### config.mk
export PLATFORM = sky130hd
export DESIGN_NAME = cast_unit
export DESIGN_NICKNAME = d
export VERILOG_FILES = /design/src/common/cast_pkg.sv /design/src/hw/cast_decode/cast_decode.sv /design/src/hw/cast_pipe_reg.sv /design/src/hw/cast_round/cast_align.sv /design/src/hw/cast_round/cast_round.sv /design/src/hw/cast_unit.sv
export SDC_FILE = /design/constraint.sdc
export NUM_CORES = 1
export LEC_CHECK = 0
export ABC_AREA = 1
export BUFFER_PORTS_ARGS = -buffer_cell sky130_fd_sc_hd__buf_2
export CORE_ASPECT_RATIO = 1.25
export CORE_UTILIZATION = 55
export DETAILED_ROUTE_END_ITERATION = 16
export GPL_TIMING_DRIVEN = 0
export PLACE_DENSITY = 0.79
export SLEW_MARGIN = 30
export SYNTH_ARGS = -nofsm -noshare
export SYNTH_HDL_FRONTEND = slang
export SYNTH_SLANG_ARGS = --single-unit
### constraint.sdc
create_clock -name clk_i -period 17.03 [get_ports clk_i]
set_input_delay 2.5545 -clock clk_i [delete_from_list [all_inputs] [get_ports clk_i]]
set_output_delay 2.5545 -clock clk_i [all_outputs]
set_load 0.02 [all_outputs]
### src/common/cast_pkg.sv
// --------------------------------------
// Shared widths, encodings and payload structs for the float/int cast unit
// Every stage imports this package by wildcard in its module header
// --------------------------------------

package cast_pkg;

  // --------------------------------------
  // Widths and format constants
  // --------------------------------------
  localparam int WORD_W   = 32;  // Operand and result width
  localparam int EXP_BITS = 8;   // binary32 exponent field
  localparam int MAN_BITS = 23;  // binary32 fraction field
  localparam int FP_BIAS  = 127; // binary32 exponent bias
  localparam int EXP_W    = 10;  // Internal signed exponent, covers subnormals
  localparam int LZC_W    = 5;   // Leading-zero count over one word

  // Meaningful vector widths
  typedef logic [WORD_W-1:0]       word_t;  // Operand, result or integer magnitude
  typedef logic signed [EXP_W-1:0] exp_t;   // Unbiased true exponent
  typedef logic [5:0]              shamt_t; // Alignment shift, up to WORD_W+1

  // --------------------------------------
  // Encodings
  // --------------------------------------
  typedef enum logic {
    OP_F2I = 1'b0, // binary32 to int32
    OP_I2F = 1'b1  // int32 to binary32
  } cast_op_e;

  // RISC-V rounding mode encoding
  typedef enum logic [2:0] {
    RNE = 3'b000, // Nearest, ties to even
    RTZ = 3'b001, // Toward zero
    RDN = 3'b010, // Toward minus infinity
    RUP = 3'b011, // Toward plus infinity
    RMM = 3'b100  // Nearest, ties away from zero
  } rnd_mode_e;

  // Exception flags kept by this unit
  typedef struct packed {
    logic nv; // Invalid operation
    logic nx; // Inexact
  } status_t;

  // --------------------------------------
  // Pipeline payloads
  // --------------------------------------
  // Input request as presented at the top ports
  typedef struct packed {
    word_t     operand;
    cast_op_e  op;
    logic      op_mod;   // 1 selects unsigned integer
    rnd_mode_e rnd_mode;
  } cast_req_t;

  // Decoded operand, mantissa normalized with its leading one at bit 31
  typedef struct packed {
    logic      sign;
    exp_t      exp;      // Weight of mant[31] is 2**exp
    word_t     mant;
    logic      is_zero;
    logic      is_nan;   // Quiet NaN
    logic      is_snan;  // Signalling NaN
    logic      is_inf;
    cast_op_e  op;
    logic      op_mod;
    rnd_mode_e rnd_mode;
  } cast_norm_t;

  // Aligned value ready for rounding, combinational link only
  typedef struct packed {
    logic       sign;
    word_t      abs_value;       // Integer, or exponent and fraction for I2F
    logic [1:0] round_sticky;    // {round, sticky}
    logic       of_before_round; // Integer range already exceeded
    logic       is_nan;          // Either NaN kind
    logic       is_inf;
    cast_op_e   op;
    logic       op_mod;
    rnd_mode_e  rnd_mode;
  } cast_aligned_t;

  // Final result and flags
  typedef struct packed {
    word_t   result;
    status_t status;
  } cast_res_t;

endpackage

### src/hw/cast_decode/cast_decode.sv
// --------------------------------------
// Decode stage: classifies the float or takes the integer magnitude,
// then normalizes the mantissa by a leading-zero count
// --------------------------------------

`timescale 1ns/1ps

module cast_decode import cast_pkg::*; (
  input  cast_req_t  req_i,
  output cast_norm_t norm_o
);

  logic                is_i2f;
  // Float fields
  logic [EXP_BITS-1:0] fp_exp;
  logic [MAN_BITS-1:0] fp_frac;
  logic                fp_exp_max;  // All ones, inf or NaN
  logic                fp_exp_zero; // Zero or subnormal
  logic                fp_is_sub;
  word_t               fp_mant;     // Implicit bit at MAN_BITS
  // Integer path
  logic                int_sign;
  word_t               int_mag;
  // Normalization
  word_t               enc_mant;
  logic [LZC_W-1:0]    lz_cnt;
  logic                mant_zero;
  exp_t                fp_true_exp;
  exp_t                int_true_exp;

  assign is_i2f = (req_i.op == OP_I2F);

  // --------------------------------------
  // Float operand split
  // --------------------------------------
  assign fp_exp      = req_i.operand[WORD_W-2 -: EXP_BITS];
  assign fp_frac     = req_i.operand[MAN_BITS-1:0];
  assign fp_exp_max  = &fp_exp;
  assign fp_exp_zero = ~|fp_exp;
  assign fp_is_sub   = fp_exp_zero & (|fp_frac); // Exponent acts as 1
  // Zero pad above the implicit bit
  assign fp_mant     = {{(WORD_W-MAN_BITS-1){1'b0}}, ~fp_exp_zero, fp_frac};

  // --------------------------------------
  // Integer operand
  // --------------------------------------
  assign int_sign = req_i.operand[WORD_W-1] & ~req_i.op_mod; // Unsigned is never negative
  assign int_mag  = int_sign ? word_t'(-req_i.operand) : req_i.operand;

  assign enc_mant = is_i2f ? int_mag : fp_mant;

  // Leading-zero count, highest set bit wins
  always_comb begin : lzc
    lz_cnt    = '0;
    mant_zero = 1'b1;
    for (int i = 0; i < WORD_W; i++) begin
      if (enc_mant[i]) begin
        lz_cnt    = LZC_W'(WORD_W - 1 - i);
        mant_zero = 1'b0;
      end
    end
  end

  // Unbias and compensate for the normalizing shift
  assign fp_true_exp  = exp_t'(int'(fp_exp) + int'(fp_is_sub) - FP_BIAS
                               - int'(lz_cnt) + (WORD_W - 1 - MAN_BITS));
  assign int_true_exp = exp_t'(WORD_W - 1 - int'(lz_cnt)); // Integer LSB has weight 1

  // --------------------------------------
  // Decoded payload
  // --------------------------------------
  always_comb begin : pack_norm
    norm_o.sign     = is_i2f ? int_sign : req_i.operand[WORD_W-1];
    norm_o.exp      = is_i2f ? int_true_exp : fp_true_exp;
    norm_o.mant     = enc_mant << lz_cnt;     // Leading one to the MSB
    norm_o.is_zero  = mant_zero;              // Also catches integer zero
    // Float classes only mean something for F2I
    norm_o.is_inf   = ~is_i2f & fp_exp_max & ~|fp_frac;
    norm_o.is_nan   = ~is_i2f & fp_exp_max & fp_frac[MAN_BITS-1];
    norm_o.is_snan  = ~is_i2f & fp_exp_max & ~fp_frac[MAN_BITS-1] & (|fp_frac);
    norm_o.op       = req_i.op;
    norm_o.op_mod   = req_i.op_mod;
    norm_o.rnd_mode = req_i.rnd_mode;
  end

endmodule

### src/hw/cast_pipe_reg.sv
// --------------------------------------
// One elastic pipeline stage with valid/ready handshake and flush
// Payload type is set per instance, used for all three cast stages
// --------------------------------------

`timescale 1ns/1ps

module cast_pipe_reg import cast_pkg::*; #(
  parameter type payload_t = cast_req_t
) (
  input  logic     clk_i,
  input  logic     reset_i,
  input  logic     flush_i,   // Drops the item held here
  // Upstream side
  input  logic     valid_i,
  output logic     ready_o,
  input  payload_t data_i,
  // Downstream side
  output logic     valid_o,
  input  logic     ready_i,
  output payload_t data_o
);

  logic     valid_q;
  payload_t data_q;

  // Accept when downstream takes our item or we only hold a bubble
  assign ready_o = ready_i | ~valid_q;

  // Valid bit, flush wins over a new load
  always_ff @(posedge clk_i) begin
    if (reset_i || flush_i) begin
      valid_q <= 1'b0;
    end else if (ready_o) begin
      valid_q <= valid_i;
    end
  end

  // Payload only moves with a real item
  always_ff @(posedge clk_i) begin
    if (valid_i && ready_o) begin
      data_q <= data_i;
    end
  end

  assign valid_o = valid_q;
  assign data_o  = data_q; // Held stable while stalled

endmodule

### src/hw/cast_round/cast_align.sv
// --------------------------------------
// Align stage: moves the normalized mantissa into integer or float
// position and collapses the dropped bits into round and sticky
// --------------------------------------

`timescale 1ns/1ps

module cast_align import cast_pkg::*; (
  input  cast_norm_t    norm_i,
  output cast_aligned_t aligned_o
);

  logic                is_f2i;
  int                  exp_val;    // Signed exponent for compares
  // Integer path
  shamt_t              f2i_shamt;
  logic                f2i_of;
  logic [2*WORD_W-1:0] shifted;    // Integer on top, lost bits below
  logic [1:0]          int_rs;
  // Float path
  logic [EXP_BITS-1:0] biased_exp;
  word_t               fp_abs;
  logic [1:0]          fp_rs;

  assign is_f2i  = (norm_i.op == OP_F2I);
  assign exp_val = int'($signed(norm_i.exp));

  // --------------------------------------
  // F2I shift amount and early overflow
  // --------------------------------------
  always_comb begin : f2i_shift
    f2i_of    = 1'b0;
    f2i_shamt = shamt_t'(WORD_W - 1 - exp_val); // Land the integer LSB at bit WORD_W
    // Unsigned range is one bit wider
    if (exp_val >= WORD_W - 1 + int'(norm_i.op_mod)) begin
      f2i_shamt = '0;
      f2i_of    = 1'b1;
    end else if (exp_val < -1) begin
      f2i_shamt = shamt_t'(WORD_W + 1); // Below half, all into sticky
    end
  end

  assign shifted = {norm_i.mant, {WORD_W{1'b0}}} >> f2i_shamt;
  assign int_rs  = {shifted[WORD_W-1], |shifted[WORD_W-2:0]};

  // --------------------------------------
  // I2F packing, top 24 bits kept
  // --------------------------------------
  assign biased_exp = EXP_BITS'(exp_val + FP_BIAS);

  always_comb begin : i2f_pack
    fp_abs = {1'b0, biased_exp, norm_i.mant[WORD_W-2 -: MAN_BITS]}; // Drop the leading one
    fp_rs  = {norm_i.mant[WORD_W-2-MAN_BITS], |norm_i.mant[WORD_W-3-MAN_BITS:0]};
    if (norm_i.is_zero) begin
      fp_abs = '0; // Integer zero maps to +0.0
      fp_rs  = '0;
    end
  end

  // --------------------------------------
  // Output to rounding
  // --------------------------------------
  always_comb begin : pack_aligned
    aligned_o.sign            = norm_i.sign;
    aligned_o.abs_value       = is_f2i ? shifted[2*WORD_W-1:WORD_W] : fp_abs;
    aligned_o.round_sticky    = is_f2i ? int_rs : fp_rs;
    aligned_o.of_before_round = is_f2i & f2i_of;
    aligned_o.is_nan          = norm_i.is_nan | norm_i.is_snan; // Both saturate alike
    aligned_o.is_inf          = norm_i.is_inf;
    aligned_o.op              = norm_i.op;
    aligned_o.op_mod          = norm_i.op_mod;
    aligned_o.rnd_mode        = norm_i.rnd_mode;
  end

endmodule

### src/hw/cast_round/cast_round.sv
// --------------------------------------
// Round stage: applies the rounding mode, handles F2I saturation
// and builds the final result with its NV and NX flags
// --------------------------------------

`timescale 1ns/1ps

module cast_round import cast_pkg::*; (
  input  cast_aligned_t aligned_i,
  output cast_res_t     res_o
);

  logic            is_f2i;
  logic            sign;
  logic [1:0]      rs;          // {round, sticky}
  logic            inexact;
  logic            round_up;
  logic [WORD_W:0] rounded;     // Extra bit catches unsigned wrap
  word_t           int_res;
  logic            range_err;
  logic            neg_unsigned;
  logic            int_special;
  word_t           sat_value;

  assign is_f2i  = (aligned_i.op == OP_F2I);
  assign sign    = aligned_i.sign;
  assign rs      = aligned_i.round_sticky;
  assign inexact = |rs;

  // --------------------------------------
  // Rounding decision
  // --------------------------------------
  always_comb begin : rnd_decide
    case (aligned_i.rnd_mode)
      RNE:     round_up = rs[1] & (rs[0] | aligned_i.abs_value[0]); // Tie goes to even
      RTZ:     round_up = 1'b0;
      RDN:     round_up = inexact & sign;
      RUP:     round_up = inexact & ~sign;
      RMM:     round_up = rs[1];
      default: round_up = 1'b0;
    endcase
  end

  // One ulp up, an I2F fraction carry rolls into the exponent
  assign rounded = {1'b0, aligned_i.abs_value} + (WORD_W+1)'(round_up);

  // --------------------------------------
  // F2I result and special cases
  // --------------------------------------
  assign int_res = sign ? word_t'(-rounded[WORD_W-1:0]) : rounded[WORD_W-1:0];

  // Signed limit is 7FFFFFFF up, 80000000 down
  assign range_err    = aligned_i.op_mod ? rounded[WORD_W]
                                         : (rounded > {1'b0, sign, {(WORD_W-1){~sign}}});
  assign neg_unsigned = sign & aligned_i.op_mod & (|rounded);
  assign int_special  = aligned_i.is_nan | aligned_i.is_inf | aligned_i.of_before_round |
                        range_err | neg_unsigned;

  // Max positive by default, inverted for negatives except NaN
  always_comb begin : sat_pick
    sat_value = {aligned_i.op_mod, {(WORD_W-1){1'b1}}};
    if (sign && !aligned_i.is_nan) begin
      sat_value = ~sat_value;
    end
  end

  // --------------------------------------
  // Result select
  // --------------------------------------
  always_comb begin : res_pick
    if (is_f2i) begin
      if (int_special) begin
        res_o.result    = sat_value;
        res_o.status.nv = 1'b1; // Range errors report as invalid only
        res_o.status.nx = 1'b0;
      end else begin
        res_o.result    = int_res;
        res_o.status.nv = 1'b0;
        res_o.status.nx = inexact;
      end
    end else begin
      // I2F cannot overflow, sign goes on top
      res_o.result    = {sign, rounded[WORD_W-2:0]};
      res_o.status.nv = 1'b0;
      res_o.status.nx = inexact;
    end
  end

endmodule

### src/hw/cast_unit.sv
// --------------------------------------
// Top of the binary32/int32 cast unit, three register stages deep
// Inputs are taken with valid/ready, results leave the same way
// --------------------------------------

`timescale 1ns/1ps

module cast_unit import cast_pkg::*; (
  input  logic      clk_i,
  input  logic      reset_i,
  input  logic      flush_i,
  // Request
  input  word_t     operand_i,
  input  cast_op_e  op_i,
  input  logic      op_mod_i,    // 1 for unsigned integer
  input  rnd_mode_e rnd_mode_i,
  input  logic      in_valid_i,
  output logic      in_ready_o,
  // Response
  output word_t     result_o,
  output status_t   status_o,
  output logic      out_valid_o,
  input  logic      out_ready_i,
  output logic      busy_o       // Any item in flight
);

  cast_req_t     req_d, req_q;
  cast_norm_t    norm_d, norm_q;
  cast_aligned_t aligned;
  cast_res_t     res_d, res_q;
  logic          valid_in_q, valid_mid_q;
  logic          ready_mid, ready_out;

  assign req_d = '{operand: operand_i, op: op_i, op_mod: op_mod_i, rnd_mode: rnd_mode_i};

  // --------------------------------------
  // Stage 1, input register then decode
  // --------------------------------------
  cast_pipe_reg #(.payload_t(cast_req_t)) u_reg_in (
    .clk_i, .reset_i, .flush_i,
    .valid_i(in_valid_i), .ready_o(in_ready_o), .data_i(req_d),
    .valid_o(valid_in_q), .ready_i(ready_mid),  .data_o(req_q)
  );

  cast_decode u_decode (.req_i(req_q), .norm_o(norm_d));

  // Stage 2, decoded operand then align and round
  cast_pipe_reg #(.payload_t(cast_norm_t)) u_reg_mid (
    .clk_i, .reset_i, .flush_i,
    .valid_i(valid_in_q),  .ready_o(ready_mid), .data_i(norm_d),
    .valid_o(valid_mid_q), .ready_i(ready_out), .data_o(norm_q)
  );

  cast_align u_align (.norm_i(norm_q), .aligned_o(aligned));
  cast_round u_round (.aligned_i(aligned), .res_o(res_d));

  // Stage 3, output register drives the ports
  cast_pipe_reg #(.payload_t(cast_res_t)) u_reg_out (
    .clk_i, .reset_i, .flush_i,
    .valid_i(valid_mid_q), .ready_o(ready_out),   .data_i(res_d),
    .valid_o(out_valid_o), .ready_i(out_ready_i), .data_o(res_q)
  );

  assign result_o = res_q.result;
  assign status_o = res_q.status;
  assign busy_o   = valid_in_q | valid_mid_q | out_valid_o;

endmodule

==> results of run 1 <==
==> area by class of cell <==
type	count	area [sq um]
Sequential cell	126	3750
Inverter	235	885
Clock buffer	17	425
Multi-Input combinational cell	1735	8810
Timing Repair Buffer	81	437
Fill cell	2333	9240
Clock inverter	15	193
Tap cell	330	413
Buffer	86	425
==> Yosys cell counts, drive strengths merged, types with 6 or more instances <==
library cell / number
nand2: 634
nand3: 444
inv: 230
nor2: 221
edfxtp: 123
a21oi: 83
nand4: 83
o21ai: 62
ha: 58
buf: 45
xor2: 44
clkbuf: 41
nor3: 27
nor4: 10
o22ai: 7
or2: 7
o21bai: 6
==> cell usage in the layout, fill, tap and decap left out, types with 23 or more instances in the layout <==
cell	instances
a21oi_1	77
buf_2	106
clkbuf_1	41
edfxtp_1	123
ha_1	58
inv_1	210
nand2_1	611
nand3_1	431
nand4_1	82
nor2_1	204
nor3_1	23
o21ai_0	56
xor2_1	43
==> worst reg2reg max path: cells and delay by family, from the launching register on <==
kind                     cells  cell delay [ns]
flip-flops                   1             0.51
AO/OA/AOI/OAI               20             4.84
AND/OR/NAND/NOR             12             1.94
buffers and inverters        6             1.60
adder cells (fa/ha/maj)      4             1.26
==> power groups by stage <==
stage                     logic, mW  registers [mW]  clock network, mW
after detailed placement      0.342           0.381                  0
after floorplan               0.251           0.377                  0
final                         0.358           0.375              0.379
after global placement        0.336           0.381                  0
after global routing          0.398           0.376              0.392
after CTS                     0.344           0.375              0.381
==> metal layers <==
| metal | GRT usage | wire length, microns | up-vias |
|---|---|---|---|
| li1 | - | - | 7587 |
| met1 | 0.484 | 19500 | 7044 |
| met2 | 0.621 | 22000 | 784 |
| met3 | 0.0746 | 4090 | 165 |
| met4 | 0.200 | 2650 | 2 |
| met5 | 0 | 9 | - |
==> logic make-up (layout without fill, tap and decap cells) <==
group                    count (synthesis)  in the layout  synth area share
AND/OR/NAND/NOR                       1437           1437             0.469
buffers and inverters                  321            434            0.0946
AO/OA/AOI/OAI                          191            191            0.0806
flip-flops                             126            126             0.271
adder cells (fa/ha/maj)                 59             59            0.0538
XOR/XNOR                                48             48            0.0309
==> state kept, by name, indices dropped and copies added, names as in the netlist <==
register,cells
u_reg_mid.data_o,52
u_reg_in.valid_o,1
u_reg_out.valid_o,1
u_reg_out.data_o,34
u_reg_in.data_o,37
u_reg_mid.valid_o,1
==> how the worst max path moves through the flow <==
stage                   startpoint              endpoint  depth (start not counted)
2_1_floorplan  u_reg_mid.data_o[3]  u_reg_out.data_o[11]                         44
3_3_place_gp   u_reg_mid.data_o[3]  u_reg_out.data_o[18]                         42
3_5_place_dp   u_reg_mid.data_o[3]  u_reg_out.data_o[19]                         42
4_1_cts        u_reg_mid.data_o[3]  u_reg_out.data_o[19]                         42
5_1_grt        u_reg_mid.data_o[3]  u_reg_out.data_o[22]                         42
6_report       u_reg_mid.data_o[3]  u_reg_out.data_o[20]                         42
==> impl_metrics.env, run 1 <==
export IMPL_htree_levels=4
export IMPL_drtPass1Iterations=8
export IMPL_coreArea_sq_um=24600
export IMPL_fin_ws_ns=6.64
export IMPL_synth_seq_cells=126
export IMPL_finalHoldWorstSlack_ns=0.423
export IMPL_wl_per_cell_microns=18.4
export IMPL_ctsResizeCount=0
export IMPL_area_growth_pct=10.8
export IMPL_finalNonFillerCells=2625
export IMPL_path_common_cell="o21ai_0"
export IMPL_grt_max_degree=38
export IMPL_synth_top_area_share=0.267
export IMPL_postPlaceCellArea_sq_um=14700
export IMPL_tightest_slew_ns=1.04
export IMPL_reg2reg_to="u_reg_out.data_o[20]"
export IMPL_die_w_microns=144
export IMPL_synth_cells=2182
export IMPL_postRouteWirelength_microns=48200
export IMPL_max_stage_delay_ns=0.55
export IMPL_antenna_found_initial=1
export IMPL_worstPathMaxFanout=10
export IMPL_dp_hpwl_microns=38400
export IMPL_critPathTopFamily="compound AO/OA/AOI/OAI gates"
export IMPL_worstSkewPairLatency_ns=0.44
export IMPL_cap_violations=0
export IMPL_num_antenna_cells=0
export IMPL_grt_use_total=0.385
export IMPL_ctsHoldBuffers=0
export IMPL_ir_drop_v=0.000117
export IMPL_dp_cells=2593
export IMPL_critPathRequiredTime_ns=17.22
export IMPL_hold_end="u_reg_mid.data_o[2]"
export IMPL_rows=64
export IMPL_start_kind="flip-flop"
export IMPL_path_buf_inv=6
export IMPL_cts_setup_buffers=0
export IMPL_slew_headroom=0.300
export IMPL_crit_arrival_ns=10.58
export IMPL_hold_viol=0
export IMPL_clkSlewWorstSetupHoldPaths_ns=0.07
export IMPL_crit_reg2reg_launch="u_reg_mid.data_o[3]"
export IMPL_cts_tree="done"
export IMPL_fmax_ghz=0.0963
export IMPL_synthesis_nets=2283
export IMPL_die_area_sq_um=25800
export IMPL_grt_pass1_wl_microns=76400
export IMPL_drive_above_1_share=0.108
export IMPL_endpoint_kind="flip-flop"
export IMPL_syn_avg_cell_area_sq_um=6.35
export IMPL_nets=2383
export IMPL_drc_errors=0
export IMPL_synth_warnings=0
export IMPL_status="finished, final reports clean"
export IMPL_post_route_period_util=0.610
export IMPL_cp_slowest_cell="o21ai_0"
export IMPL_yosysTopAreaCell="edfxtp_1"
export IMPL_ant_nets=0
export IMPL_synth_edff_count=123
export IMPL_design_power_total_mw=1.11
export IMPL_synth_top_cells_by_area="edfxtp_1, nand2_1, nand3_1"
export IMPL_final_area_sq_um=15300
export IMPL_p_leak_nw=7.26
export IMPL_skew_ns=0.0117
export IMPL_p_int_mw=0.683
export IMPL_crit_type="flip-flop to flip-flop"
export IMPL_cts_sinks=126
export IMPL_ff2ff_path_depth=42
export IMPL_slew_violations=0
export IMPL_pre_cts_ws_ns=7.13
export IMPL_clockPowerShare=0.341
export IMPL_switching_share=0.386
export IMPL_hold_class="flip-flop to flip-flop"
export IMPL_setup_viol_count_final=0
export IMPL_hp_start="u_reg_in.data_o[2]"
export IMPL_finalCoreUtilization=0.624
export IMPL_root_buffer="clkbuf_16"
export IMPL_vias=15582
export IMPL_fin_setup_tns_ns=0
export IMPL_layout_min_cycle_time_ns=10.39
export IMPL_synthFlopType="edfxtp_1"
export IMPL_die_h_microns=179
export IMPL_rsz0062_at_grt="no"
export IMPL_viasPerCell=5.94
export IMPL_p_seq_frac=0.337
export IMPL_synthArstFlopShare=0
export IMPL_comb_power_share=0.322
export IMPL_grt_overflow=0
export IMPL_p_per_area_nw_per_um2=72.5
export IMPL_reg2reg_slack_ns=6.64
export IMPL_numPortBuffers=78
export IMPL_drtIter0Drc=1637
export IMPL_ys_seq_area_frac=0.271
export IMPL_ys_types=59
export IMPL_clock_path_buffers=2
export IMPL_initial_core_util=0.564
export IMPL_hold_path_cell_count=0
export IMPL_p_sw_mw=0.429
export IMPL_ioPinCount=79
export IMPL_synth_area_sq_um=13900
export IMPL_cts_buffers=17
export IMPL_gp_congestion=1.03
export IMPL_grt_pass1_vias=14591
(Power assumes the default switching activity.)
==> inputs of run 2 (changes only) <==
==> constraint.sdc (replaced) <==
create_clock -name clk_i -period 10.3 [get_ports clk_i]
set_input_delay 1.545 -clock clk_i [delete_from_list [all_inputs] [get_ports clk_i]]
set_output_delay 1.545 -clock clk_i [all_outputs]
set_load 0.02 [all_outputs]
==> impl_metrics.env, run 2 (synthesized netlist as in run 1, its figures left out) <==
export IMPL_cp_slowest_cell="edfxtp_1"
export IMPL_final_area_sq_um=15400
export IMPL_layout_min_cycle_time_ns=9.72
export IMPL_ant_nets=0
export IMPL_multi_input_area_sq_um=8840
export IMPL_regArea_sq_um=3750
export IMPL_viasPerCell=5.96
export IMPL_wl_per_cell_microns=18.4
export IMPL_clkSlewWorstSetupHoldPaths_ns=0.07
export IMPL_die_h_microns=179
export IMPL_drc_errors=0
export IMPL_critPathRequiredTime_ns=10.49
export IMPL_p_leak_nw=7.27
export IMPL_die_area_sq_um=25800
export IMPL_cts_sinks=126
export IMPL_crit_arrival_ns=9.91
export IMPL_skew_ns=0.0112
export IMPL_drtIter0Drc=1559
export IMPL_die_w_microns=144
export IMPL_drive_above_1_share=0.110
export IMPL_postRouteWirelength_microns=48200
export IMPL_worstPathMaxFanout=10
export IMPL_num_fill_cells=2334
export IMPL_start_kind="flip-flop"
export IMPL_cts_tree="done"
export IMPL_status="finished, final reports clean"
export IMPL_path_common_cell="o21ai_0"
export IMPL_slew_violations=0
export IMPL_final_cell_mix="nand2_1, nand3_1, inv_1"
export IMPL_hold_viol=0
export IMPL_rsz0062_at_grt="no"
export IMPL_numPortBuffers=78
export IMPL_drtPass1Iterations=6
export IMPL_grt_use_total=0.385
export IMPL_fin_setup_tns_ns=0
export IMPL_largest_reg_flops=52
export IMPL_rows=64
export IMPL_grt_max_degree=38
export IMPL_worstSkewPairLatency_ns=0.44
export IMPL_cts_buffers=17
export IMPL_post_route_period_util=0.944
export IMPL_dp_hpwl_microns=38400
export IMPL_nets=2383
export IMPL_postPlaceCellArea_sq_um=14700
export IMPL_p_per_area_nw_per_um2=120
export IMPL_hold_class="flip-flop to flip-flop"
export IMPL_grt_pass1_vias=14591
export IMPL_initial_core_util=0.564
export IMPL_num_antenna_cells=0
export IMPL_ioPinCount=79
export IMPL_slew_headroom=0.376
export IMPL_antenna_found_initial=1
export IMPL_tightest_slew_ns=0.928
export IMPL_path_buf_inv=5
export IMPL_critPathTopFamily="compound AO/OA/AOI/OAI gates"
export IMPL_grt_overflow=0
export IMPL_ir_drop_v=0.000194
export IMPL_fmax_ghz=0.103
export IMPL_final_common_cell="nand2_1"
export IMPL_gp_congestion=1.03
export IMPL_coreArea_sq_um=24600
export IMPL_root_buffer="clkbuf_16"
export IMPL_vias=15637
export IMPL_endpoint_kind="flip-flop"
export IMPL_crit_type="flip-flop to flip-flop"
export IMPL_htree_levels=4
export IMPL_clock_path_buffers=2
export IMPL_grt_pass1_wl_microns=76400
export IMPL_cap_violations=0
export IMPL_setup_viol_count_final=0
export IMPL_area_growth_pct=11.0
export IMPL_max_stage_delay_ns=0.52
run 2: cell counts in the layout (fill, tap and decap cells not counted):
No cell type changed its count.
run 2: cell type report:
| class | count | area share |
|---|---|---|
| timing repair buffer | 81 | 0.0284 |
| inverter | 235 | 0.0575 |
| clock buffer | 17 | 0.0277 |
| multi-input combinational | 1735 | 0.575 |
| tap | 330 | 0.0269 |
| buffer | 86 | 0.0278 |
| clock inverter | 15 | 0.0125 |
| sequential | 126 | 0.244 |
run 2: worst paths after layout:
path	start	to	slack, ns	cells after the start
hold / removal	u_reg_in.data_o[2]	u_reg_mid.data_o[2]	0.42	0
setup reg to reg	u_reg_mid.data_o[3]	u_reg_out.data_o[19]	0.58	43
hold reg to reg	u_reg_in.data_o[2]	u_reg_mid.data_o[2]	0.42	0
setup / recovery	u_reg_mid.data_o[3]	u_reg_out.data_o[19]	0.58	43
run 2: repair_timing:
action / 4_1_cts / 5_1_grt
endpoints found under the setup margin: 0 / 34
hold endpoints to repair: 0 / 0
buffers inserted: 0 / 0
hold buffers: 0 / 0
resized for setup: 0 / 10
run 2: metal layers:
layer / up-vias / track usage / share of wire
met5: - / 0 / 0.00019
met4: 2 / 0.200 / 0.053
met3: 151 / 0.0746 / 0.086
met2: 817 / 0.621 / 0.46
met1: 7087 / 0.484 / 0.40
li1: 7580 / - / -
run 2: stage by stage:
stage | setup WS, ns | std cells | hold WS, ns | total power [mW] | util
6_report | 0.576 | 2625 | 0.423 | 1.84 | 0.625
5_1_grt | 0.00732 | 2625 | 0.440 | 1.93 | 0.625
2_1_floorplan | 3.15 | 2182 | 0.400 | 1.04 | -
3_5_place_dp | 0.403 | 2593 | 0.409 | 1.20 | 0.599
3_3_place_gp | 0.415 | 2590 | 0.404 | 1.19 | 0.596
4_1_cts | 0.341 | 2625 | 0.428 | 1.82 | 0.624
run 2: worst reg2reg max path, delay by kind of cell, from the launching register on:
family                     cells  cell delay [ns]
and+or+nand+nor               14             2.15
adders and majority gates      4             1.26
DFF                            1             0.52
AOI/OAI and AO/OA             19             4.21
xor gates and xnor gates       1             0.25
buffers and inverters          5             1.08
run 2: power breakdown:
part	switching [mW]	internal, mW	leakage [nW]
sequential	0.0217	0.599	1.18
combinational	0.411	0.181	5.78
clock	0.277	0.350	0.302
total	0.710	1.13	7.27
